===== config.mk =====
export PLATFORM = sky130hd
export DESIGN_NAME = alu_apb_top
export DESIGN_NICKNAME = d
export VERILOG_FILES = /design/src/hw/alu_pkg.sv /design/src/hw/apb_pkg.sv /design/src/hw/alu_apb_top.sv /design/src/hw/alu_decode.sv /design/src/hw/alu_execute.sv /design/src/hw/alu_result.sv
export SDC_FILE = /design/constraint.sdc
export NUM_CORES = 1
export LEC_CHECK = 0
export BUFFER_PORTS_ARGS = -buffer_cell sky130_fd_sc_hd__buf_2
export CORE_MARGIN = 3
export CORE_UTILIZATION = 60
export CTS_CLUSTER_DIAMETER = 200
export DETAILED_ROUTE_END_ITERATION = 10
export GPL_ROUTABILITY_DRIVEN = 1
export PLACE_DENSITY = 0.89
export SYNTH_ARGS = -nofsm -noshare
export SYNTH_HDL_FRONTEND = slang
export SYNTH_SLANG_ARGS = --single-unit

===== constraint.sdc =====
create_clock -name clk -period 13.75 [get_ports clk]
set_input_delay 3.4375 -clock clk [delete_from_list [all_inputs] [get_ports clk]]
set_output_delay 3.4375 -clock clk [all_outputs]
set_load 0.02 [all_outputs]

===== src/hw/alu_pkg.sv =====
/* Opcodes, widths, flag layout and the structs that carry an operation
   through decode, execute and result */
package alu_pkg;

    // codes 5..7 rejected by decode
    typedef enum logic [2:0] {
        OP_MOVE  = 3'd0,
        OP_ADD   = 3'd1,
        OP_ADC   = 3'd2,
        OP_AND   = 3'd3,
        OP_MDEC1 = 3'd4  // modulo decrement
    } alu_op_e;

    typedef enum logic [1:0] {
        W_BYTE = 2'd0,
        W_WORD = 2'd1,
        W_LONG = 2'd2    // code 3 illegal
    } alu_width_e;

    // cpu style flag byte, msb first
    typedef struct packed {
        logic s;     // sign
        logic z;     // zero
        logic rsv5;  // reads 0
        logic h;     // half carry
        logic rsv3;  // reads 0
        logic v;     // overflow / parity
        logic n;     // negative (subtract)
        logic c;     // carry
    } alu_flags_t;

    // one issued operation
    typedef struct packed {
        logic        valid;
        alu_op_e     op;
        alu_width_e  width;
        logic        sel_imm; // imm replaces op1
        logic [31:0] op0;
        logic [31:0] op1;
        logic [31:0] imm;
    } alu_req_t;

    // one completed operation
    typedef struct packed {
        logic        valid;
        logic [31:0] result;
        alu_flags_t  flags;
    } alu_out_t;

    // control word fields
    localparam int CTRL_OP_LSB  = 0;
    localparam int CTRL_OP_MSB  = 2;
    localparam int CTRL_W_LSB   = 4;
    localparam int CTRL_W_MSB   = 5;
    localparam int CTRL_SEL_IMM = 8;

endpackage


===== src/hw/apb_pkg.sv =====
/* APB slave view and register map of the arithmetic coprocessor,
   used by the top level to pack the bus and by the decode stage */
package apb_pkg;

    localparam int ADDR_BITS = 8; // paddr field width

    // slave side of one APB transfer
    typedef struct packed {
        logic                 psel;
        logic                 penable;
        logic                 pwrite;
        logic [ADDR_BITS-1:0] paddr;
        logic [31:0]          pwdata;
    } apb_req_t;

    // byte offsets
    localparam logic [ADDR_BITS-1:0] REG_OP0    = 8'h00; // first operand
    localparam logic [ADDR_BITS-1:0] REG_OP1    = 8'h04; // second operand
    localparam logic [ADDR_BITS-1:0] REG_IMM    = 8'h08; // immediate
    localparam logic [ADDR_BITS-1:0] REG_CTRL   = 8'h0C; // write launches op
    localparam logic [ADDR_BITS-1:0] REG_RESULT = 8'h10; // read only
    localparam logic [ADDR_BITS-1:0] REG_FLAGS  = 8'h14; // r/w
    localparam logic [ADDR_BITS-1:0] REG_COUNT  = 8'h18; // read only

endpackage


===== src/hw/alu_apb_top.sv =====
/* Top level of the APB arithmetic coprocessor. Packs the bus and wires
   decode, execute and result in sequence */
`timescale 1ns/10ps

module alu_apb_top #(
    parameter int ADDR_W  = 8,
    parameter int COUNT_W = 16
) (
    input  logic              clk,
    input  logic              rst_n,
    input  logic              psel,
    input  logic              penable,
    input  logic              pwrite,
    input  logic [ADDR_W-1:0] paddr,
    input  logic [31:0]       pwdata,
    output logic [31:0]       prdata,
    output logic              pready,
    output logic              pslverr
);

    apb_pkg::apb_req_t   apb_req;
    alu_pkg::alu_req_t   req;        // decode -> execute
    alu_pkg::alu_out_t   out;        // execute -> result
    alu_pkg::alu_flags_t flag_wdata;
    alu_pkg::alu_flags_t flags;      // visible copy
    logic                flag_wr;
    logic [31:0]         result;
    logic [COUNT_W-1:0]  count;

    assign apb_req.psel    = psel;
    assign apb_req.penable = penable;
    assign apb_req.pwrite  = pwrite;
    assign apb_req.paddr   = paddr;
    assign apb_req.pwdata  = pwdata;

    alu_decode #(
        .ADDR_W  (ADDR_W),
        .COUNT_W (COUNT_W)
    ) alu_decode_inst (
        .clk        (clk),
        .rst_n      (rst_n),
        .apb        (apb_req),
        .result     (result),
        .flags      (flags),
        .count      (count),
        .prdata     (prdata),
        .pready     (pready),
        .pslverr    (pslverr),
        .req        (req),
        .flag_wr    (flag_wr),
        .flag_wdata (flag_wdata)
    );

    alu_execute alu_execute_inst (
        .clk        (clk),
        .rst_n      (rst_n),
        .req        (req),
        .flag_wr    (flag_wr),
        .flag_wdata (flag_wdata),
        .out        (out)
    );

    alu_result #(
        .COUNT_W (COUNT_W)
    ) alu_result_inst (
        .clk    (clk),
        .rst_n  (rst_n),
        .out    (out),
        .result (result),
        .flags  (flags),
        .count  (count)
    );

endmodule


===== src/hw/alu_decode.sv =====
/* APB slave of the coprocessor: operand registers, control word check,
   request issue and the read multiplexer. Zero wait states */
`timescale 1ns/10ps

module alu_decode #(
    parameter int ADDR_W  = 8,
    parameter int COUNT_W = 16
) (
    input  logic                clk,
    input  logic                rst_n,
    input  apb_pkg::apb_req_t   apb,
    input  logic [31:0]         result,
    input  alu_pkg::alu_flags_t flags,
    input  logic [COUNT_W-1:0]  count,
    output logic [31:0]         prdata,
    output logic                pready,
    output logic                pslverr,
    output alu_pkg::alu_req_t   req,
    output logic                flag_wr,
    output alu_pkg::alu_flags_t flag_wdata
);

    localparam logic [31:0] CTRL_MASK = 32'h0000_0137; // op, width, sel_imm

    logic [31:0]       op0_q, op1_q, imm_q;  // operand payload
    logic [31:0]       ctrl_q;               // last accepted control word
    logic [ADDR_W-1:0] addr;
    logic              access, wr_acc;
    logic [2:0]        ctrl_op;
    logic [1:0]        ctrl_w;
    logic              op_ok, w_ok, ctrl_legal, ctrl_fire;
    logic              addr_err;
    logic [31:0]       rdata;

    assign addr    = apb.paddr;
    assign access  = apb.psel & apb.penable;  // access phase, always completes
    assign wr_acc  = access & apb.pwrite;
    assign ctrl_op = apb.pwdata[alu_pkg::CTRL_OP_MSB:alu_pkg::CTRL_OP_LSB];
    assign ctrl_w  = apb.pwdata[alu_pkg::CTRL_W_MSB:alu_pkg::CTRL_W_LSB];

    // legality of the control word
    always_comb begin
        case (alu_pkg::alu_op_e'(ctrl_op))
            alu_pkg::OP_MOVE, alu_pkg::OP_ADD, alu_pkg::OP_ADC,
            alu_pkg::OP_AND, alu_pkg::OP_MDEC1: op_ok = 1'b1;
            default:                            op_ok = 1'b0;
        endcase
        case (alu_pkg::alu_width_e'(ctrl_w))
            alu_pkg::W_BYTE, alu_pkg::W_WORD, alu_pkg::W_LONG: w_ok = 1'b1;
            default:                                           w_ok = 1'b0;
        endcase
    end
    assign ctrl_legal = op_ok & w_ok;
    assign ctrl_fire  = wr_acc & (addr == ADDR_W'(apb_pkg::REG_CTRL)) & ctrl_legal;

    // address decode, read data and error response
    always_comb begin
        rdata    = 32'd0;
        addr_err = 1'b0;
        case (addr)
            ADDR_W'(apb_pkg::REG_OP0):   rdata = op0_q;
            ADDR_W'(apb_pkg::REG_OP1):   rdata = op1_q;
            ADDR_W'(apb_pkg::REG_IMM):   rdata = imm_q;
            ADDR_W'(apb_pkg::REG_CTRL): begin
                rdata    = ctrl_q;
                addr_err = apb.pwrite & ~ctrl_legal; // bad op or width
            end
            ADDR_W'(apb_pkg::REG_RESULT): begin
                rdata    = result;
                addr_err = apb.pwrite;               // read only
            end
            ADDR_W'(apb_pkg::REG_FLAGS): rdata = {24'd0, flags};
            ADDR_W'(apb_pkg::REG_COUNT): begin
                rdata    = 32'(count);               // zero extended
                addr_err = apb.pwrite;
            end
            default: addr_err = 1'b1;                // unmapped
        endcase
    end

    assign pready  = 1'b1;
    assign pslverr = access & addr_err;
    assign prdata  = (access & ~apb.pwrite) ? rdata : 32'd0;

    // operand registers, no reset
    always_ff @(posedge clk) begin
        if (wr_acc && addr == ADDR_W'(apb_pkg::REG_OP0)) op0_q <= apb.pwdata;
        if (wr_acc && addr == ADDR_W'(apb_pkg::REG_OP1)) op1_q <= apb.pwdata;
        if (wr_acc && addr == ADDR_W'(apb_pkg::REG_IMM)) imm_q <= apb.pwdata;
    end

    // request and flag write, one cycle pulses after the access edge
    always_ff @(posedge clk) begin
        if (!rst_n) begin
            req.valid <= 1'b0;
            flag_wr   <= 1'b0;
            ctrl_q    <= 32'd0;
        end else begin
            req.valid <= ctrl_fire;
            flag_wr   <= wr_acc & (addr == ADDR_W'(apb_pkg::REG_FLAGS));
            if (ctrl_fire) ctrl_q <= apb.pwdata & CTRL_MASK;
        end
        if (ctrl_fire) begin
            req.op      <= alu_pkg::alu_op_e'(ctrl_op);
            req.width   <= alu_pkg::alu_width_e'(ctrl_w);
            req.sel_imm <= apb.pwdata[alu_pkg::CTRL_SEL_IMM];
            req.op0     <= op0_q;  // operands as of the launch
            req.op1     <= op1_q;
            req.imm     <= imm_q;
        end
        flag_wdata <= alu_pkg::alu_flags_t'(apb.pwdata[7:0]);
    end

endmodule


===== src/hw/alu_execute.sv =====
/* ALU datapath with the architectural flag register. One request per
   cycle, outcome registered one cycle after the request */
`timescale 1ns/10ps

module alu_execute (
    input  logic                clk,
    input  logic                rst_n,
    input  alu_pkg::alu_req_t   req,
    input  logic                flag_wr,
    input  alu_pkg::alu_flags_t flag_wdata,
    output alu_pkg::alu_out_t   out
);

    alu_pkg::alu_flags_t flags_q, nx_flags, wr_flags;
    logic [31:0] op2, sum, rslt;
    logic [15:0] mdec;
    logic        cin;
    logic        c_nib, c_byte, c_word, c_long; // carries out of bits 3, 7, 15, 31
    logic        rs, rz, par, carry_w;          // result traits at the width
    logic        op0_s, op2_s;

    assign op2 = req.sel_imm ? req.imm : req.op1;
    assign cin = (req.op == alu_pkg::OP_ADC) & flags_q.c; // adc chains carry

    // adder split where the flags tap the carries
    assign {c_nib, sum[3:0]}    = {1'b0, req.op0[3:0]} + {1'b0, op2[3:0]} + {4'd0, cin};
    assign {c_byte, sum[7:4]}   = {1'b0, req.op0[7:4]} + {1'b0, op2[7:4]} + {4'd0, c_nib};
    assign {c_word, sum[15:8]}  = {1'b0, req.op0[15:8]} + {1'b0, op2[15:8]} + {8'd0, c_byte};
    assign {c_long, sum[31:16]} = {1'b0, req.op0[31:16]} + {1'b0, op2[31:16]}
                                + {16'd0, c_word};

    // set bits of op0 if none overlap op2, else step down
    assign mdec = ((req.op0[15:0] & op2[15:0]) == 16'd0) ? (req.op0[15:0] | op2[15:0])
                                                         : req.op0[15:0] - 16'd1;

    always_comb begin
        case (req.op)
            alu_pkg::OP_ADD, alu_pkg::OP_ADC: rslt = sum;
            alu_pkg::OP_AND:   rslt = req.op0 & op2;
            alu_pkg::OP_MDEC1: rslt = {req.op0[31:16], mdec}; // upper half kept
            default:           rslt = req.sel_imm ? req.imm : req.op0; // move
        endcase
    end

    // sign, zero, parity and carry at the requested width
    always_comb begin
        case (req.width)
            alu_pkg::W_BYTE: begin
                rs      = rslt[7];
                rz      = rslt[7:0] == 8'd0;
                par     = ~^rslt[7:0];
                carry_w = c_byte;
                op0_s   = req.op0[7];
                op2_s   = op2[7];
            end
            alu_pkg::W_WORD: begin
                rs      = rslt[15];
                rz      = rslt[15:0] == 16'd0;
                par     = ~^rslt[15:0];
                carry_w = c_word;
                op0_s   = req.op0[15];
                op2_s   = op2[15];
            end
            default: begin         // long
                rs      = rslt[31];
                rz      = rslt == 32'd0;
                par     = ~^rslt;
                carry_w = c_long;
                op0_s   = req.op0[31];
                op2_s   = op2[31];
            end
        endcase
    end

    always_comb begin
        nx_flags = flags_q;        // move and mdec1 leave flags alone
        case (req.op)
            alu_pkg::OP_ADD, alu_pkg::OP_ADC: begin
                nx_flags.s = rs;
                nx_flags.z = rz;
                nx_flags.h = c_nib;
                nx_flags.v = (op0_s == op2_s) & (rs != op0_s); // signed overflow
                nx_flags.n = 1'b0;
                nx_flags.c = carry_w;
            end
            alu_pkg::OP_AND: begin
                nx_flags.s = rs;
                nx_flags.z = rz;
                nx_flags.h = 1'b1;
                nx_flags.v = par;  // even parity
                nx_flags.n = 1'b0;
                nx_flags.c = 1'b0;
            end
            default: ;
        endcase
    end

    // software flag write, reserved bits stay 0
    always_comb begin
        wr_flags      = flag_wdata;
        wr_flags.rsv5 = 1'b0;
        wr_flags.rsv3 = 1'b0;
    end

    always_ff @(posedge clk) begin
        if (!rst_n) begin
            out.valid <= 1'b0;
            flags_q   <= '0;
        end else begin
            out.valid <= req.valid;
            if (req.valid) flags_q <= nx_flags;     // request wins over flag write
            else if (flag_wr) flags_q <= wr_flags;
        end
        out.result <= rslt;
        out.flags  <= nx_flags;
    end

endmodule


===== src/hw/alu_result.sv =====
/* Software visible copy of the last completed operation and a wrapping
   count of completed operations, polled by software */
`timescale 1ns/10ps

module alu_result #(
    parameter int COUNT_W = 16
) (
    input  logic                clk,
    input  logic                rst_n,
    input  alu_pkg::alu_out_t   out,
    output logic [31:0]         result,
    output alu_pkg::alu_flags_t flags,
    output logic [COUNT_W-1:0]  count
);

    // flag copy only moves on a completed op, so a direct flag write
    // shows up here after the next operation
    always_ff @(posedge clk) begin
        if (!rst_n) begin
            result <= 32'd0;
            flags  <= '0;
            count  <= '0;
        end else if (out.valid) begin
            result <= out.result;
            flags  <= out.flags;
            count  <= count + COUNT_W'(1); // wraps
        end
    end

endmodule


==> qor.tcl <==
set qor(run_status) {completed}
set qor(worst-r2r-setup-slack_ns) 3.76
set qor(ys_top_cells_by_area) {sky130_fd_sc_hd__edfxtp_1 (38%), sky130_fd_sc_hd__dfxtp_1 (15%), sky130_fd_sc_hd__mux2i_1 (5.9%), sky130_fd_sc_hd__ha_1 (5.3%), sky130_fd_sc_hd__nand2_1 (3.3%)}
set qor(grt_setup_unrepaired) {no}
set qor(leak_nw) 6.61
set qor(drt_iter0_markers) 1410
set qor(dr.pass1.iters) 5
set qor(layout_setup_ws_ns) 3.76
set qor(yosysTopAreaCellShare) 0.381
set qor(post_cts_hold_buffer_count) 0
set qor(crit_path_max_fanout) 41
set qor(starting_density_of_the_core) 0.614
set qor(tritoncts.num_buffers) 30
set qor(syn_nets) 1552
set qor(fin_worst_hold_slack_ns) 0.447
set qor(clkSinkCount) 311
set qor(placed_cells) 1788
set qor(cpMostUsedCell) {sky130_fd_sc_hd__fa_1}
set qor(cts_resized) 0
set qor(syn2layout_area_growth_pct) 11.5
set qor(synth.lib_cells_used.distinct) 79
set qor(dp_slack_ns) 3.98
set qor(fin_worst_skew_ns) 0.00780
set qor(detailedPlacementHpwl_mm) 29.0
set qor(root_buffer) {sky130_fd_sc_hd__clkbuf_16}
set qor(stdcell_count) 1844
set qor(design_area_mm2) 0.0174
set qor(post-route-period-util) 0.726
set qor(cts_tree) {yes}
set qor(dieWidth_um) 167
set qor(pwr_cell_area_mw_per_mm2) 111
set qor(cap_viol_max_count) 0
set qor(crit_type) {flip-flop to flip-flop}
set qor(num_vias) 11600
set qor(worst_hold_startpoint) {alu_decode_inst.op0_q[5]}
set qor(route.detailed.drc) 0
set qor(timing.reg2reg.worst_path_depth) 40
set qor(io_pins) 79
set qor(number_of_antenna_violations_at_the_first_check_in_global_routing) 0
set qor(crit_slowest_cell) {sky130_fd_sc_hd__fa_1}
set qor(worstHoldPathType) {flip-flop to flip-flop}
set qor(synthDominantAreaCellType) {sky130_fd_sc_hd__edfxtp_1}
set qor(slew_headroom) 0.371
set qor(multiInputGateArea_mm2) 0.00679
set qor(io_buffers) 77
set qor(cp-start-kind) {flip-flop}
set qor(worstHoldEndpoint) {alu_decode_inst.req[69]}
set qor(mappedNetlistArea_mm2) 0.0156
set qor(clock_tree.htree_level_count) 1
set qor(number_of_nets_in_the_final_layout) 1609
set qor(floorplan.rows) 58
set qor(viasPerCell) 6.29
set qor(pin_count_of_the_biggest_net_entering_global_routing) 70
set qor(cp.arrival_ns) 10.46
set qor(placedInstanceArea_mm2) 0.0163
set qor(postRouteAntennaNets) 0
set qor(grt.overflow.total) 0
set qor(finalHoldViolations) 0
set qor(clock_latency_ns) 0.56
set qor(gpl.final_weighted_congestion) 0.962
set qor(grt_first_pass_wirelength_mm) 66.4
set qor(worst-endpoint-required_ns) 14.23
set qor(synthesis.area_per_instance_um2) 10.9
set qor(synth_top_cells_by_count) {sky130_fd_sc_hd__edfxtp_1 (198), sky130_fd_sc_hd__nand2_1 (137), sky130_fd_sc_hd__dfxtp_1 (113)}
set qor(diodes) 0
set qor(setup_viol) 0
set qor(floorplan.die_area_mm2) 0.0280
set qor(synth_flop_cell) {sky130_fd_sc_hd__edfxtp_1}
set qor(timing.hold.worst_path_depth) 0
set qor(core_mm2) 0.0254
set qor(synth_most_common_cell) {sky130_fd_sc_hd__edfxtp_1}
set qor(drive_above_1_share) 0.125
set qor(grt_use_total) 0.299
set qor(worst_slew_pin_slew_ns) 0.941
set qor(post_layout_minimum_cycle_time_ns) 9.99
set qor(post_route_setup_tns_ns) 0
set qor(final_max_slew_viol_count) 0
set qor(worstReg2RegEnd) {alu_execute_inst.flags_q[2]}
set qor(post_synth_inst_count) 1433
set qor(clock_path_buffers) 3
set qor(route.detailed.wl_per_inst_um) 23.3
set qor(timing.critical_path.slowest_cell_delay_ns) 0.49
set qor(yosysWarningCount) 0
set qor(critPathCaptureType) {flip-flop}
set qor(path_clk_slew_ns) 0.07
set qor(synth_seq_cells) 311
set qor(grt_pass1_vias) 11700
set qor(synth_enable_flop_cells) 198
set qor(maximum_clock_frequency_ghz) 0.100
set qor(vdd.ir_drop.worst_uv) 109
set qor(ys_async_sr_fraction) 0
set qor(synth_sequential_area_ratio) 0.526
set qor(post_cts_setup_buffer_count) 0
set qor(area.sequential_mm2) 0.00821
set qor(layout.filler_cells) 1881
set qor(drt_wl_total_mm) 42.9
set qor(critical_path.reg2reg.startpoint) {alu_decode_inst.req[96]}
set qor(chipHeight_um) 167
==> layout make-up <==
class | count | share of cell area
Sequential cell | 311 | 0.472
Clock buffer | 35 | 0.0466
Clock inverter | 21 | 0.0158
Timing Repair Buffer | 98 | 0.0312
Inverter | 92 | 0.0199
Multi-Input combinational cell | 957 | 0.391
Tap cell | 330 | 0.0237
==> through the flow <==
| stage | total power [W] | util |
|---|---|---|
| CTS | 0.00193 | 0.685 |
| floorplan | 0.00103 | - |
| detailed placement | 0.00105 | 0.642 |
| global route | 0.00197 | 0.685 |
| global placement | 0.00104 | 0.642 |
| finish | 0.00192 | 0.685 |
==> how the worst max path moves through the flow <==
stage | start | to | slack [ns] | depth (start not counted)
after floorplan | alu_decode_inst.req[96] | alu_execute_inst.flags_q[2] | 4.89 | 42
after global placement | alu_decode_inst.req[96] | alu_execute_inst.flags_q[2] | 4.01 | 40
after detailed placement | alu_decode_inst.req[96] | alu_execute_inst.flags_q[2] | 3.98 | 40
after CTS | alu_decode_inst.req[96] | alu_execute_inst.flags_q[2] | 3.92 | 40
after global routing | alu_decode_inst.req[96] | alu_execute_inst.flags_q[2] | 3.35 | 40
final | alu_decode_inst.req[96] | alu_execute_inst.flags_q[2] | 3.76 | 40
==> cell families (layout without fill, tap and decap cells) <==
logic type,count (synthesis),after routing,share of synthesized area
other,1,1,0.000240
adder cells (fa/ha/maj),77,77,0.0652
multiplexers,112,112,0.0764
buffers and inverters,165,246,0.0407
XOR/XNOR,60,60,0.0337
AO/OA/AOI/OAI,304,304,0.130
AND/OR/NAND/NOR,403,403,0.128
flip-flops,311,311,0.526
==> routing by layer <==
metal | wire length [um] | global-route usage
met2 | 20000 | 0.485
met5 | 0 | 0
met1 | 18300 | 0.427
met4 | 894 | 0.0726
met3 | 3640 | 0.0489
==> cells in the final DEF (no fill, tap or decap), types with 10 or more instances in the layout <==
cell and n:
sky130_fd_sc_hd__dfxtp_1 112, sky130_fd_sc_hd__mux2i_1 92, sky130_fd_sc_hd__a21o_1 11, sky130_fd_sc_hd__edfxtp_1 198, sky130_fd_sc_hd__nand4_1 10, sky130_fd_sc_hd__and3_1 11
sky130_fd_sc_hd__ha_1 66, sky130_fd_sc_hd__o21a_1 22, sky130_fd_sc_hd__o21ai_0 90, sky130_fd_sc_hd__clkbuf_16 31, sky130_fd_sc_hd__mux2_2 16, sky130_fd_sc_hd__a222oi_1 14
sky130_fd_sc_hd__nor2b_1 55, sky130_fd_sc_hd__nor2_1 79, sky130_fd_sc_hd__and2_1 23, sky130_fd_sc_hd__buf_2 77, sky130_fd_sc_hd__nand2b_1 15, sky130_fd_sc_hd__xnor2_1 45
sky130_fd_sc_hd__xor2_1 15, sky130_fd_sc_hd__nand3_1 28, sky130_fd_sc_hd__inv_1 92, sky130_fd_sc_hd__a22oi_1 21, sky130_fd_sc_hd__nand2_1 137, sky130_fd_sc_hd__a21oi_1 62
sky130_fd_sc_hd__buf_4 21
==> critical path: cells and delay by family, from the launching register on <==
family	cells	cell delay, ns
fa+ha+maj	9	4.06
buf+inv	3	0.55
flops	1	0.36
compound gates	17	3.27
xor+xnor	6	0.98
simple gates	5	0.64
==> where the power goes <==
part | leakage (nW) | total (W) | internal, W | switching (W)
clock | 0.517 | 0.000898 | 0.000536 | 0.000362
sequential | 2.70 | 0.000988 | 0.000987 | 0.000000528
combinational | 3.39 | 0.0000391 | 0.0000137 | 0.0000254
total | 6.61 | 0.00192 | 0.00154 | 0.000388
==> registers in the layout, indices dropped and copies added, names as in the netlist, 6 cells and up <==
register	count
alu_result_inst.count	16
alu_decode_inst.op1_q	32
alu_decode_inst.req	103
alu_decode_inst.op0_q	32
alu_execute_inst.out	39
alu_result_inst.result	32
alu_decode_inst.imm_q	32
alu_result_inst.flags	6
alu_execute_inst.flags_q	6
alu_decode_inst.flag_wdata	6
alu_decode_inst.ctrl_q	6
Note: power is estimated with default switching activity, not from simulation.
